==> src/common/lcd_pkg.sv <==
package lcd_pkg;

    // bus and request widths
    localparam int LCD_BYTE_W  = 8;
    localparam int LCD_FUNC_W  = 4;
    localparam int INIT_STEP_W = 3;
    // wide enough for 15 ms at 50 MHz
    localparam int DELAY_W     = 20;

    // one byte on the lcd data bus
    typedef logic [LCD_BYTE_W-1:0] lcd_byte_t;

    // requested operation
    typedef logic [LCD_FUNC_W-1:0] lcd_func_t;

    // index into the init command table
    typedef logic [INIT_STEP_W-1:0] init_step_t;

    // clock-cycle count for a delay
    typedef logic [DELAY_W-1:0] delay_t;

    // function codes, 4 to 15 do nothing
    localparam lcd_func_t FUNC_INIT      = 4'd0;
    localparam lcd_func_t FUNC_SETCURSOR = 4'd1;
    localparam lcd_func_t FUNC_CMD       = 4'd2;
    localparam lcd_func_t FUNC_DATA      = 4'd3;

    // which wait the timer runs
    typedef enum logic [2:0] {
        // 15 ms after power-up
        DLY_POWERUP,
        // 4.1 ms after first function set
        DLY_INIT_FIRST,
        // 100 us after second and third function set
        DLY_INIT_NEXT,
        // 37 us, normal execution time
        DLY_EXEC,
        // 1.52 ms, clear and return home
        DLY_CLEAR,
        // width of the E pulse
        DLY_PULSE
    } delay_class_e;

    // how the bus driver forms the byte
    typedef enum logic [1:0] {
        SRC_INIT,
        SRC_CURSOR,
        SRC_CMD,
        SRC_DATA
    } byte_src_e;

    // HD44780 instruction bytes
    localparam lcd_byte_t CMD_CLEAR_DISPLAY  = 8'h01;
    localparam lcd_byte_t CMD_RETURN_HOME    = 8'h02;
    // increment address, no display shift
    localparam lcd_byte_t CMD_ENTRY_INCREASE = 8'h06;
    localparam lcd_byte_t CMD_DISPLAY_OFF    = 8'h08;
    // display on, cursor off
    localparam lcd_byte_t CMD_DISPLAY_ON     = 8'h0C;
    // 8-bit bus, 2 lines, 5x8 font
    localparam lcd_byte_t CMD_FUNCTION_SET   = 8'h38;
    // ddram address of line 1 and line 2
    localparam lcd_byte_t CMD_LINE_1         = 8'h80;
    localparam lcd_byte_t CMD_LINE_2         = 8'hC0;

    // bytes in the power-up sequence
    localparam int INIT_CMD_COUNT = 8;

endpackage

==> src/common/lcd_seq_if.sv <==
interface lcd_seq_if;

    // one-cycle strobe, driver captures byte and rs
    logic                   load;
    // how to build the byte
    lcd_pkg::byte_src_e     src;
    // init table index
    lcd_pkg::init_step_t    step;
    // latched request byte
    lcd_pkg::lcd_byte_t     arg;
    // level, registered into E
    logic                   e_high;

    modport seq (
        output load,
        output src,
        output step,
        output arg,
        output e_high
    );

    modport drv (
        input load,
        input src,
        input step,
        input arg,
        input e_high
    );

endinterface

==> src/lcd_ctrl/lcd_delay_timer.sv <==
module lcd_delay_timer #(
    parameter lcd_pkg::delay_t P_DLY_POWERUP    = 750000,
    parameter lcd_pkg::delay_t P_DLY_INIT_FIRST = 205000,
    parameter lcd_pkg::delay_t P_DLY_INIT_NEXT  = 5000,
    parameter lcd_pkg::delay_t P_DLY_EXEC       = 1850,
    parameter lcd_pkg::delay_t P_DLY_CLEAR      = 76000,
    parameter lcd_pkg::delay_t P_DLY_PULSE      = 12
) (
    input  logic                    i_clk,
    input  logic                    i_rst_n,
    input  logic                    i_start,
    input  lcd_pkg::delay_class_e   i_class,
    output logic                    o_expired
);

    lcd_pkg::delay_t    load_val;
    lcd_pkg::delay_t    cnt_q;
    logic               running_q;

    // class to cycle count
    always_comb begin
        case (i_class)
            lcd_pkg::DLY_POWERUP:    load_val = P_DLY_POWERUP;
            lcd_pkg::DLY_INIT_FIRST: load_val = P_DLY_INIT_FIRST;
            lcd_pkg::DLY_INIT_NEXT:  load_val = P_DLY_INIT_NEXT;
            lcd_pkg::DLY_CLEAR:      load_val = P_DLY_CLEAR;
            lcd_pkg::DLY_PULSE:      load_val = P_DLY_PULSE;
            default:                 load_val = P_DLY_EXEC;
        endcase
    end

    // cnt holds the cycles left, including the current one
    always_ff @(posedge i_clk or negedge i_rst_n) begin
        if (!i_rst_n) begin
            cnt_q     <= '0;
            running_q <= 1'b0;
        end else if (i_start) begin
            // restart wins over a running count
            cnt_q     <= load_val;
            running_q <= 1'b1;
        end else if (running_q) begin
            if (o_expired) begin
                running_q <= 1'b0;
            end else begin
                cnt_q <= cnt_q - 1'b1;
            end
        end
    end

    // last cycle of the count, a zero count behaves like one
    assign o_expired = running_q && (cnt_q <= lcd_pkg::delay_t'(1));

    // expiry needs a start or a running count one cycle back
    a_expire_after_start: assert property (
        @(posedge i_clk) disable iff (!i_rst_n)
        o_expired |-> $past(running_q) || $past(i_start)
    );

endmodule

==> src/lcd_ctrl/lcd_sequencer.sv <==
module lcd_sequencer (
    input  logic                        i_clk,
    input  logic                        i_rst_n,
    input  logic                        i_en_lcd,
    input  lcd_pkg::lcd_func_t          i_func,
    input  lcd_pkg::lcd_byte_t          i_data,
    output logic                        o_tmr_start,
    output lcd_pkg::delay_class_e       o_tmr_class,
    input  logic                        i_tmr_expired,
    output logic                        o_done_lcd,
    lcd_seq_if.seq                      bus
);

    typedef enum logic [2:0] {
        IDLE,
        POWERUP_WAIT,
        BYTE_SETUP,
        PULSE,
        POST_WAIT
    } state_e;

    state_e                 state_q;
    state_e                 state_d;
    lcd_pkg::lcd_func_t     func_q;
    lcd_pkg::lcd_byte_t     arg_q;
    lcd_pkg::init_step_t    step_q;
    logic                   req_valid;
    logic                   is_init;
    logic                   last_step;
    logic                   more_bytes;
    logic                   done_q;

    // only codes 0..3 start anything
    assign req_valid  = i_en_lcd && (i_func <= lcd_pkg::FUNC_DATA);
    assign is_init    = (func_q == lcd_pkg::FUNC_INIT);
    assign last_step  = (step_q == lcd_pkg::init_step_t'(lcd_pkg::INIT_CMD_COUNT - 1));
    // another init byte follows the current one
    assign more_bytes = is_init && !last_step;

    // wait after a byte depends on what was sent
    function automatic lcd_pkg::delay_class_e post_class(
        input lcd_pkg::lcd_func_t  func,
        input lcd_pkg::init_step_t step,
        input lcd_pkg::lcd_byte_t  arg
    );
        lcd_pkg::delay_class_e cls;
        cls = lcd_pkg::DLY_EXEC;
        if (func == lcd_pkg::FUNC_INIT) begin
            case (step)
                // first function set needs 4.1 ms
                3'd0: cls = lcd_pkg::DLY_INIT_FIRST;
                3'd1, 3'd2: cls = lcd_pkg::DLY_INIT_NEXT;
                // clear and return home in the table
                3'd4, 3'd5: cls = lcd_pkg::DLY_CLEAR;
                default: cls = lcd_pkg::DLY_EXEC;
            endcase
        end else if (func == lcd_pkg::FUNC_CMD) begin
            if (arg == lcd_pkg::CMD_CLEAR_DISPLAY || arg == lcd_pkg::CMD_RETURN_HOME) begin
                cls = lcd_pkg::DLY_CLEAR;
            end
        end
        return cls;
    endfunction

    // next state and timer requests
    always_comb begin
        state_d     = state_q;
        o_tmr_start = 1'b0;
        o_tmr_class = lcd_pkg::DLY_EXEC;
        case (state_q)
            IDLE: begin
                if (req_valid) begin
                    if (i_func == lcd_pkg::FUNC_INIT) begin
                        // power-up wait before the first byte
                        o_tmr_start = 1'b1;
                        o_tmr_class = lcd_pkg::DLY_POWERUP;
                        state_d     = POWERUP_WAIT;
                    end else begin
                        state_d = BYTE_SETUP;
                    end
                end
            end
            POWERUP_WAIT: begin
                if (i_tmr_expired) begin
                    state_d = BYTE_SETUP;
                end
            end
            BYTE_SETUP: begin
                // byte goes out now and the E pulse is timed from here
                o_tmr_start = 1'b1;
                o_tmr_class = lcd_pkg::DLY_PULSE;
                state_d     = PULSE;
            end
            PULSE: begin
                if (i_tmr_expired) begin
                    o_tmr_start = 1'b1;
                    o_tmr_class = post_class(func_q, step_q, arg_q);
                    state_d     = POST_WAIT;
                end
            end
            POST_WAIT: begin
                if (i_tmr_expired) begin
                    state_d = more_bytes ? BYTE_SETUP : IDLE;
                end
            end
            default: begin
                state_d = IDLE;
            end
        endcase
    end

    // dropping the enable aborts whatever runs
    always_ff @(posedge i_clk or negedge i_rst_n) begin
        if (!i_rst_n) begin
            state_q <= IDLE;
        end else if (!i_en_lcd) begin
            state_q <= IDLE;
        end else begin
            state_q <= state_d;
        end
    end

    // request latch only taken when leaving idle
    always_ff @(posedge i_clk) begin
        if (state_q == IDLE && req_valid) begin
            func_q <= i_func;
            arg_q  <= i_data;
        end
    end

    // init step is cleared in idle
    always_ff @(posedge i_clk or negedge i_rst_n) begin
        if (!i_rst_n) begin
            step_q <= '0;
        end else if (state_q == IDLE) begin
            step_q <= '0;
        end else if (state_q == POST_WAIT && i_tmr_expired && more_bytes) begin
            step_q <= step_q + 1'b1;
        end
    end

    // done lands in the first idle cycle
    always_ff @(posedge i_clk or negedge i_rst_n) begin
        if (!i_rst_n) begin
            done_q <= 1'b0;
        end else begin
            done_q <= i_en_lcd && (state_q == POST_WAIT) && i_tmr_expired && !more_bytes;
        end
    end

    assign o_done_lcd = done_q;

    // request type to byte source
    always_comb begin
        case (func_q)
            lcd_pkg::FUNC_INIT:      bus.src = lcd_pkg::SRC_INIT;
            lcd_pkg::FUNC_SETCURSOR: bus.src = lcd_pkg::SRC_CURSOR;
            lcd_pkg::FUNC_CMD:       bus.src = lcd_pkg::SRC_CMD;
            default:                 bus.src = lcd_pkg::SRC_DATA;
        endcase
    end

    assign bus.load   = (state_q == BYTE_SETUP);
    assign bus.e_high = (state_q == PULSE);
    assign bus.step   = step_q;
    assign bus.arg    = arg_q;

    // table index holds still for the whole E pulse
    a_step_in_pulse: assert property (
        @(posedge i_clk) disable iff (!i_rst_n)
        (state_q == PULSE) && $past(state_q == PULSE) |-> $stable(step_q)
    );

endmodule

==> src/lcd_bus_driver.sv <==
module lcd_bus_driver (
    input  logic                i_clk,
    input  logic                i_rst_n,
    lcd_seq_if.drv              bus,
    output lcd_pkg::lcd_byte_t  o_lcd_data,
    output logic                o_lcd_rs,
    output logic                o_lcd_e
);

    lcd_pkg::lcd_byte_t byte_d;
    lcd_pkg::lcd_byte_t data_q;
    logic               rs_q;
    logic               e_q;

    // power-up command table
    function automatic lcd_pkg::lcd_byte_t init_byte(input lcd_pkg::init_step_t step);
        lcd_pkg::lcd_byte_t b;
        case (step)
            // function set sent three times
            3'd0, 3'd1, 3'd2: b = lcd_pkg::CMD_FUNCTION_SET;
            3'd3: b = lcd_pkg::CMD_DISPLAY_OFF;
            3'd4: b = lcd_pkg::CMD_CLEAR_DISPLAY;
            3'd5: b = lcd_pkg::CMD_RETURN_HOME;
            3'd6: b = lcd_pkg::CMD_ENTRY_INCREASE;
            default: b = lcd_pkg::CMD_DISPLAY_ON;
        endcase
        return b;
    endfunction

    // upper nibble picks the line, lower nibble the column
    function automatic lcd_pkg::lcd_byte_t cursor_byte(input lcd_pkg::lcd_byte_t arg);
        lcd_pkg::lcd_byte_t b;
        case (arg[7:4])
            4'h0: b = lcd_pkg::CMD_LINE_1 + {4'h0, arg[3:0]};
            4'h1: b = lcd_pkg::CMD_LINE_2 + {4'h0, arg[3:0]};
            // out of range, home of line 1
            default: b = lcd_pkg::CMD_LINE_1;
        endcase
        return b;
    endfunction

    // byte formed from the source
    always_comb begin
        case (bus.src)
            lcd_pkg::SRC_INIT:   byte_d = init_byte(bus.step);
            lcd_pkg::SRC_CURSOR: byte_d = cursor_byte(bus.arg);
            default:             byte_d = bus.arg;
        endcase
    end

    // data and rs held until the next load
    always_ff @(posedge i_clk or negedge i_rst_n) begin
        if (!i_rst_n) begin
            data_q <= '0;
            rs_q   <= 1'b0;
        end else if (bus.load) begin
            data_q <= byte_d;
            // rs high selects the data register
            rs_q   <= (bus.src == lcd_pkg::SRC_DATA);
        end
    end

    always_ff @(posedge i_clk or negedge i_rst_n) begin
        if (!i_rst_n) begin
            e_q <= 1'b0;
        end else begin
            e_q <= bus.e_high;
        end
    end

    assign o_lcd_data = data_q;
    assign o_lcd_rs   = rs_q;
    assign o_lcd_e    = e_q;

    // bus must be settled before E goes up
    a_load_not_during_e: assert property (
        @(posedge i_clk) disable iff (!i_rst_n)
        !(bus.load && bus.e_high)
    );

endmodule

==> src/lcd_ctrl_top.sv <==
module lcd_ctrl_top #(
    parameter lcd_pkg::delay_t P_DLY_POWERUP    = 750000,
    parameter lcd_pkg::delay_t P_DLY_INIT_FIRST = 205000,
    parameter lcd_pkg::delay_t P_DLY_INIT_NEXT  = 5000,
    parameter lcd_pkg::delay_t P_DLY_EXEC       = 1850,
    parameter lcd_pkg::delay_t P_DLY_CLEAR      = 76000,
    parameter lcd_pkg::delay_t P_DLY_PULSE      = 12
) (
    input  logic                i_clk,
    input  logic                i_rst_n,
    input  logic                i_en_lcd,
    input  logic                i_lcd_blon,
    input  lcd_pkg::lcd_byte_t  i_data,
    input  lcd_pkg::lcd_func_t  i_func,
    output lcd_pkg::lcd_byte_t  o_lcd_data,
    output logic                o_lcd_e,
    output logic                o_lcd_rw,
    output logic                o_lcd_rs,
    output logic                o_lcd_on,
    output logic                o_lcd_blon,
    output logic                o_done_lcd
);

    // sequencer to timer
    logic                   tmr_start;
    lcd_pkg::delay_class_e  tmr_class;
    logic                   tmr_expired;

    lcd_seq_if u_seq_if ();

    lcd_sequencer u_sequencer (
        .i_clk         (i_clk),
        .i_rst_n       (i_rst_n),
        .i_en_lcd      (i_en_lcd),
        .i_func        (i_func),
        .i_data        (i_data),
        .o_tmr_start   (tmr_start),
        .o_tmr_class   (tmr_class),
        .i_tmr_expired (tmr_expired),
        .o_done_lcd    (o_done_lcd),
        .bus           (u_seq_if.seq)
    );

    lcd_delay_timer #(
        .P_DLY_POWERUP    (P_DLY_POWERUP),
        .P_DLY_INIT_FIRST (P_DLY_INIT_FIRST),
        .P_DLY_INIT_NEXT  (P_DLY_INIT_NEXT),
        .P_DLY_EXEC       (P_DLY_EXEC),
        .P_DLY_CLEAR      (P_DLY_CLEAR),
        .P_DLY_PULSE      (P_DLY_PULSE)
    ) u_delay_timer (
        .i_clk     (i_clk),
        .i_rst_n   (i_rst_n),
        .i_start   (tmr_start),
        .i_class   (tmr_class),
        .o_expired (tmr_expired)
    );

    lcd_bus_driver u_bus_driver (
        .i_clk      (i_clk),
        .i_rst_n    (i_rst_n),
        .bus        (u_seq_if.drv),
        .o_lcd_data (o_lcd_data),
        .o_lcd_rs   (o_lcd_rs),
        .o_lcd_e    (o_lcd_e)
    );

    // write only, never reads busy flag
    assign o_lcd_rw   = 1'b0;
    // display power follows the enable, backlight passes straight through
    assign o_lcd_on   = i_en_lcd;
    assign o_lcd_blon = i_lcd_blon;

endmodule
==> config.mk <==
export PLATFORM = sky130hd
export DESIGN_NAME = lcd_ctrl_top
export DESIGN_NICKNAME = d
export VERILOG_FILES = /design/src/common/lcd_pkg.sv /design/src/common/lcd_seq_if.sv /design/src/lcd_ctrl/lcd_delay_timer.sv /design/src/lcd_ctrl/lcd_sequencer.sv /design/src/lcd_bus_driver.sv /design/src/lcd_ctrl_top.sv
export SDC_FILE = /design/constraint.sdc
export NUM_CORES = 1
export LEC_CHECK = 0
export ABC_CLOCK_PERIOD_IN_PS = 2530
export BUFFER_PORTS_ARGS = -buffer_cell sky130_fd_sc_hd__buf_2
export CORE_UTILIZATION = 42
export CTS_CLUSTER_DIAMETER = 150
export DETAILED_ROUTE_END_ITERATION = 10
export HOLD_SLACK_MARGIN = 0.03
export SETUP_SLACK_MARGIN = 0.1
export SYNTH_ARGS = -nofsm -noshare
export SYNTH_HDL_FRONTEND = slang
export SYNTH_SLANG_ARGS = --single-unit
==> constraint.sdc <==
create_clock -name i_clk -period 2.53 [get_ports i_clk]
set_input_delay 0.506 -clock i_clk [delete_from_list [all_inputs] [get_ports i_clk]]
set_output_delay 0.506 -clock i_clk [all_outputs]
set_load 0.1 [all_outputs]
==> flow_metrics.py <==
metrics = {
    "critical_path": {
        "critPathMaxFanout": 5,
        "timing.critical_path.slowest_stage_cell": "sky130_fd_sc_hd__dfrtp_2",
        "critPathRequiredTime_ns": 2.78,
        "critPathKind": "reg -> reg",
        "ff2ff_path_depth": 8,
        "cp-start-kind": "register",
        "reg2reg_start": "u_delay_timer.cnt_q[2]",
        "critical_path_capture_point_type": "register",
        "slowest_delay_ns": 0.46,
        "r2r_end": "u_delay_timer.cnt_q[12]",
        "timing.critical_path.cells": "nor4_4 -> buf_4 -> nand4_4 -> a211oi_4 -> a21oi_2 -> or3b_1 -> a21oi_1 -> o2bb2a_1",
        "arrival_ns": 2.59,
        "register_to_register_path_setup_slack_ns": 0.18,
    },
    "power_and_ir_drop": {
        "power_frac_clock": 0.188,
        "pwr_density_cell_mw_per_mm2": 903.4,
        "power.combinational.fraction": 0.421,
        "p_sw_frac": 0.4457,
        "pwr-share-seq": 0.391,
        "switchingPower_uw": 1366,
        "ir_drop_mv": 0.2949,
        "p_leak_uw": 0.001408,
        "power_internal_uw": 1699,
    },
    "detailed_routing": {
        "route.detailed.drc": 2,
        "vias": 2434,
        "final_antenna_net_count": 0,
        "routed_wirelength_um": 6921,
        "detail_route.first_pass.iterations": 8,
        "initialDrtViolationCount": 208,
        "post_drt_wl_per_cell_um": 16.10,
        "avgViaCountPerCell": 5.660,
    },
    "place": {
        "finalWeightedCongestion": 0.8642,
        "port_buffers": 26,
        "dp.final_hpwl_um": 5206,
    },
    "cts": {
        "cts_tree": "yes",
        "numCtsBuffers": 5,
        "buffer_levels_on_the_longest_clock_path": 2,
        "clk_latency_ns": 0.30,
        "clk_transition_reported_paths_ns": 0.10,
        "cts_root_buf": "sky130_fd_sc_hd__clkbuf_8",
        "cts.sinks": 50,
        "cts.hold.buffers_added": 0,
        "h-tree-depth": 2,
    },
    "timing": {
        "finalSetupViolations": 0,
        "clock_skew_ns": 0.007355,
        "finalHoldViolations": 0,
        "tightestPinTransition_ns": 0.8792,
        "finalWorstPathRequiredPeriod_ns": 2.345,
        "fmax_mhz": 426.4,
        "final_max_slew_viol_count": 0,
        "fin_crit_sh": 0.9270,
        "relSlewSlack": 0.4139,
        "hold_slack_ns": 0.3161,
        "grt_setup_unrepaired": "yes",
        "totalNegativeSetupSlack_ns": 0,
    },
    "status": {
        "status": "finished with violations",
        "failing_checks": "DRC",
    },
    "yosys": {
        "post_synth_main_area_contributors": "sky130_fd_sc_hd__dfrtp_1, sky130_fd_sc_hd__edfxtp_1, sky130_fd_sc_hd__nor2_1, sky130_fd_sc_hd__a21oi_1, sky130_fd_sc_hd__nand2_1",
        "yosys-top-cells-count": "sky130_fd_sc_hd__dfrtp_1, sky130_fd_sc_hd__nor2_1, sky130_fd_sc_hd__nand2_1, sky130_fd_sc_hd__a21oi_1, sky130_fd_sc_hd__nor3_1",
        "synth_edf_count": 12,
        "async_reset_ff_frac": 0.7600,
        "syn_area_per_cell_um2": 9.339,
        "postSynth.topFlopCell": "sky130_fd_sc_hd__dfrtp_1",
        "synth_seq_cells": 50,
        "synth.yosys.seq_area_share": 0.4619,
        "synth_area_mm2": 0.002839,
        "postSynthNetCount": 328,
        "synthesis.yosys.warnings": 0,
        "syn_inst": 304,
        "synthDominantCellAreaShare": 0.3349,
        "yosys_top_cell_by_area": "sky130_fd_sc_hd__dfrtp_1",
        "yosys.cell_types.count": 60,
    },
    "floorplan": {
        "die_w_um": 84.22,
        "placeableCoreArea_mm2": 0.006422,
        "rows": 29,
        "ioPinCount": 30,
        "die-area_mm2": 0.007092,
        "start_util": 0.4420,
        "die_height_um": 84.22,
    },
    "flow_run": {
        "cap_violations": 0,
    },
    "final_layout": {
        "multi_input_comb_area_mm2": 0.001489,
        "nNetsFinal": 376,
        "register_area_mm2": 0.001313,
        "flow.area_growth_from_synthesis_pct": 19.52,
        "share_of_post_route_cells_with_drive_strength_above_1": 0.2436,
        "diodes": 0,
        "filler_cell_count": 610,
    },
    "worst_hold_path": {
        "min_path_type": "in -> async",
    },
    "global_routing": {
        "most_congested_layer_reported_by_global_routing": "met2",
        "antenna_found_initial": 0,
        "vias_in_the_first_global_route": 2345,
        "grtUsageMet2": 0.3204,
        "global_route_wire_length_before_repair_um": 11720,
        "global_route.usage.met3": 0.03933,
        "grt_use_total": 0.2100,
        "largest_net_degree_at_the_start_of_global_routing": 39,
        "globalRoute.totalOverflow": 0,
        "met1_usage": 0.3100,
    },
}
-- stage by stage --
stage          setup WS, ns  cells  power (uW)    util  area [um^2]
5_1_grt             0.07414    430        3254  0.5283         3393
3_5_place_dp        0.08571    421        2459  0.5003         3213
3_3_place_gp         0.1108    421        2443  0.5003         3213
2_1_floorplan        0.2319    304        2143       -         2845
4_1_cts              0.1504    429        3040  0.5180         3327
6_report             0.1846    430        3065  0.5283         3393
-- registers in the layout (all words and copies together), names as in the netlist --
name	flops
u_bus_driver.o_lcd_data	8
u_bus_driver.o_lcd_e	1
u_bus_driver.o_lcd_rs	1
u_delay_timer.cnt_q	20
u_delay_timer.running_q	1
u_sequencer.bus.arg	8
u_sequencer.bus.step	3
u_sequencer.func_q	4
u_sequencer.o_done_lcd	1
u_sequencer.state_q	3
-- critical path: cells and delay by family, from the launching register on --
family	cells	cell delay, ns
simple gates	3	0.94
compound gates	4	0.70
buf+inv	1	0.18
flops	1	0.46
-- how the worst max path moves through the flow --
stage | start | endpoint
final | u_delay_timer.cnt_q[2] | u_delay_timer.cnt_q[12]
after global routing | u_delay_timer.cnt_q[2] | u_delay_timer.cnt_q[12]
after CTS | u_delay_timer.cnt_q[0] | u_delay_timer.cnt_q[4]
after detailed placement | i_func[3] | u_delay_timer.cnt_q[12]
after global placement | i_func[3] | u_delay_timer.cnt_q[12]
after floorplan | u_delay_timer.cnt_q[0] | u_delay_timer.cnt_q[19]
-- what timing repair did --
item                                    in CTS  in global routing
endpoints found under the setup margin       0                 12
buffers inserted                             0                  1
resized for setup                            0                 11
hold endpoints to repair                     0                  0
-- logic make-up (layout without fill, tap and decap cells) --
kind of cell             after synthesis  count (layout)  synth area share
flip-flops                            50              50            0.4619
other                                  1               1          0.001321
buffers and inverters                 24              73           0.03614
AO/OA/AOI/OAI                         76              76            0.1785
adder cells (fa/ha/maj)                8               8           0.03526
multiplexers                           4               4           0.01410
XOR/XNOR                              12              12           0.03702
AND/OR/NAND/NOR                      129             129            0.2358
-- area by class of cell --
cell class,count,share of cell area
Clock buffer,5,0.02028
Clock inverter,3,0.01327
Inverter,11,0.01217
Multi-Input combinational cell,230,0.4388
Sequential cell,50,0.3868
Tap cell,77,0.02839
Timing Repair Buffer,54,0.1003
-- power groups by stage --
stage | Sequential [uW] | Combinational, uW | Clock, uW
final | 1200 | 1290 | 576
after global routing | 1230 | 1400 | 627
after CTS | 1190 | 1260 | 592
after detailed placement | 1200 | 1260 | 0
after global placement | 1200 | 1240 | 0
after floorplan | 1630 | 515 | 0
-- layer usage --
layer	wire, um	part of all wire
met5	0	0
met4	29	0.0042
met3	234	0.034
met2	3206	0.46
met1	3451	0.50
-- cell usage in the layout (no fill, tap or decap), drive strengths merged, types with 3 or more instances in the layout --
master	instances
or3	4
mux2i	4
o21ai	15
inv	11
nand3	10
nand2	29
xor2	4
or4	3
dfrtp	38
nand2b	3
a31oi	4
and2	3
a221oi	3
nor4	9
edfxtp	12
nand4	5
nor3	13
o31ai	3
clkbuf	5
a21oi	30
buf	54
nor2	39
ha	8
xnor2	8
No activity file was read; power rests on OpenSTA's default activity.
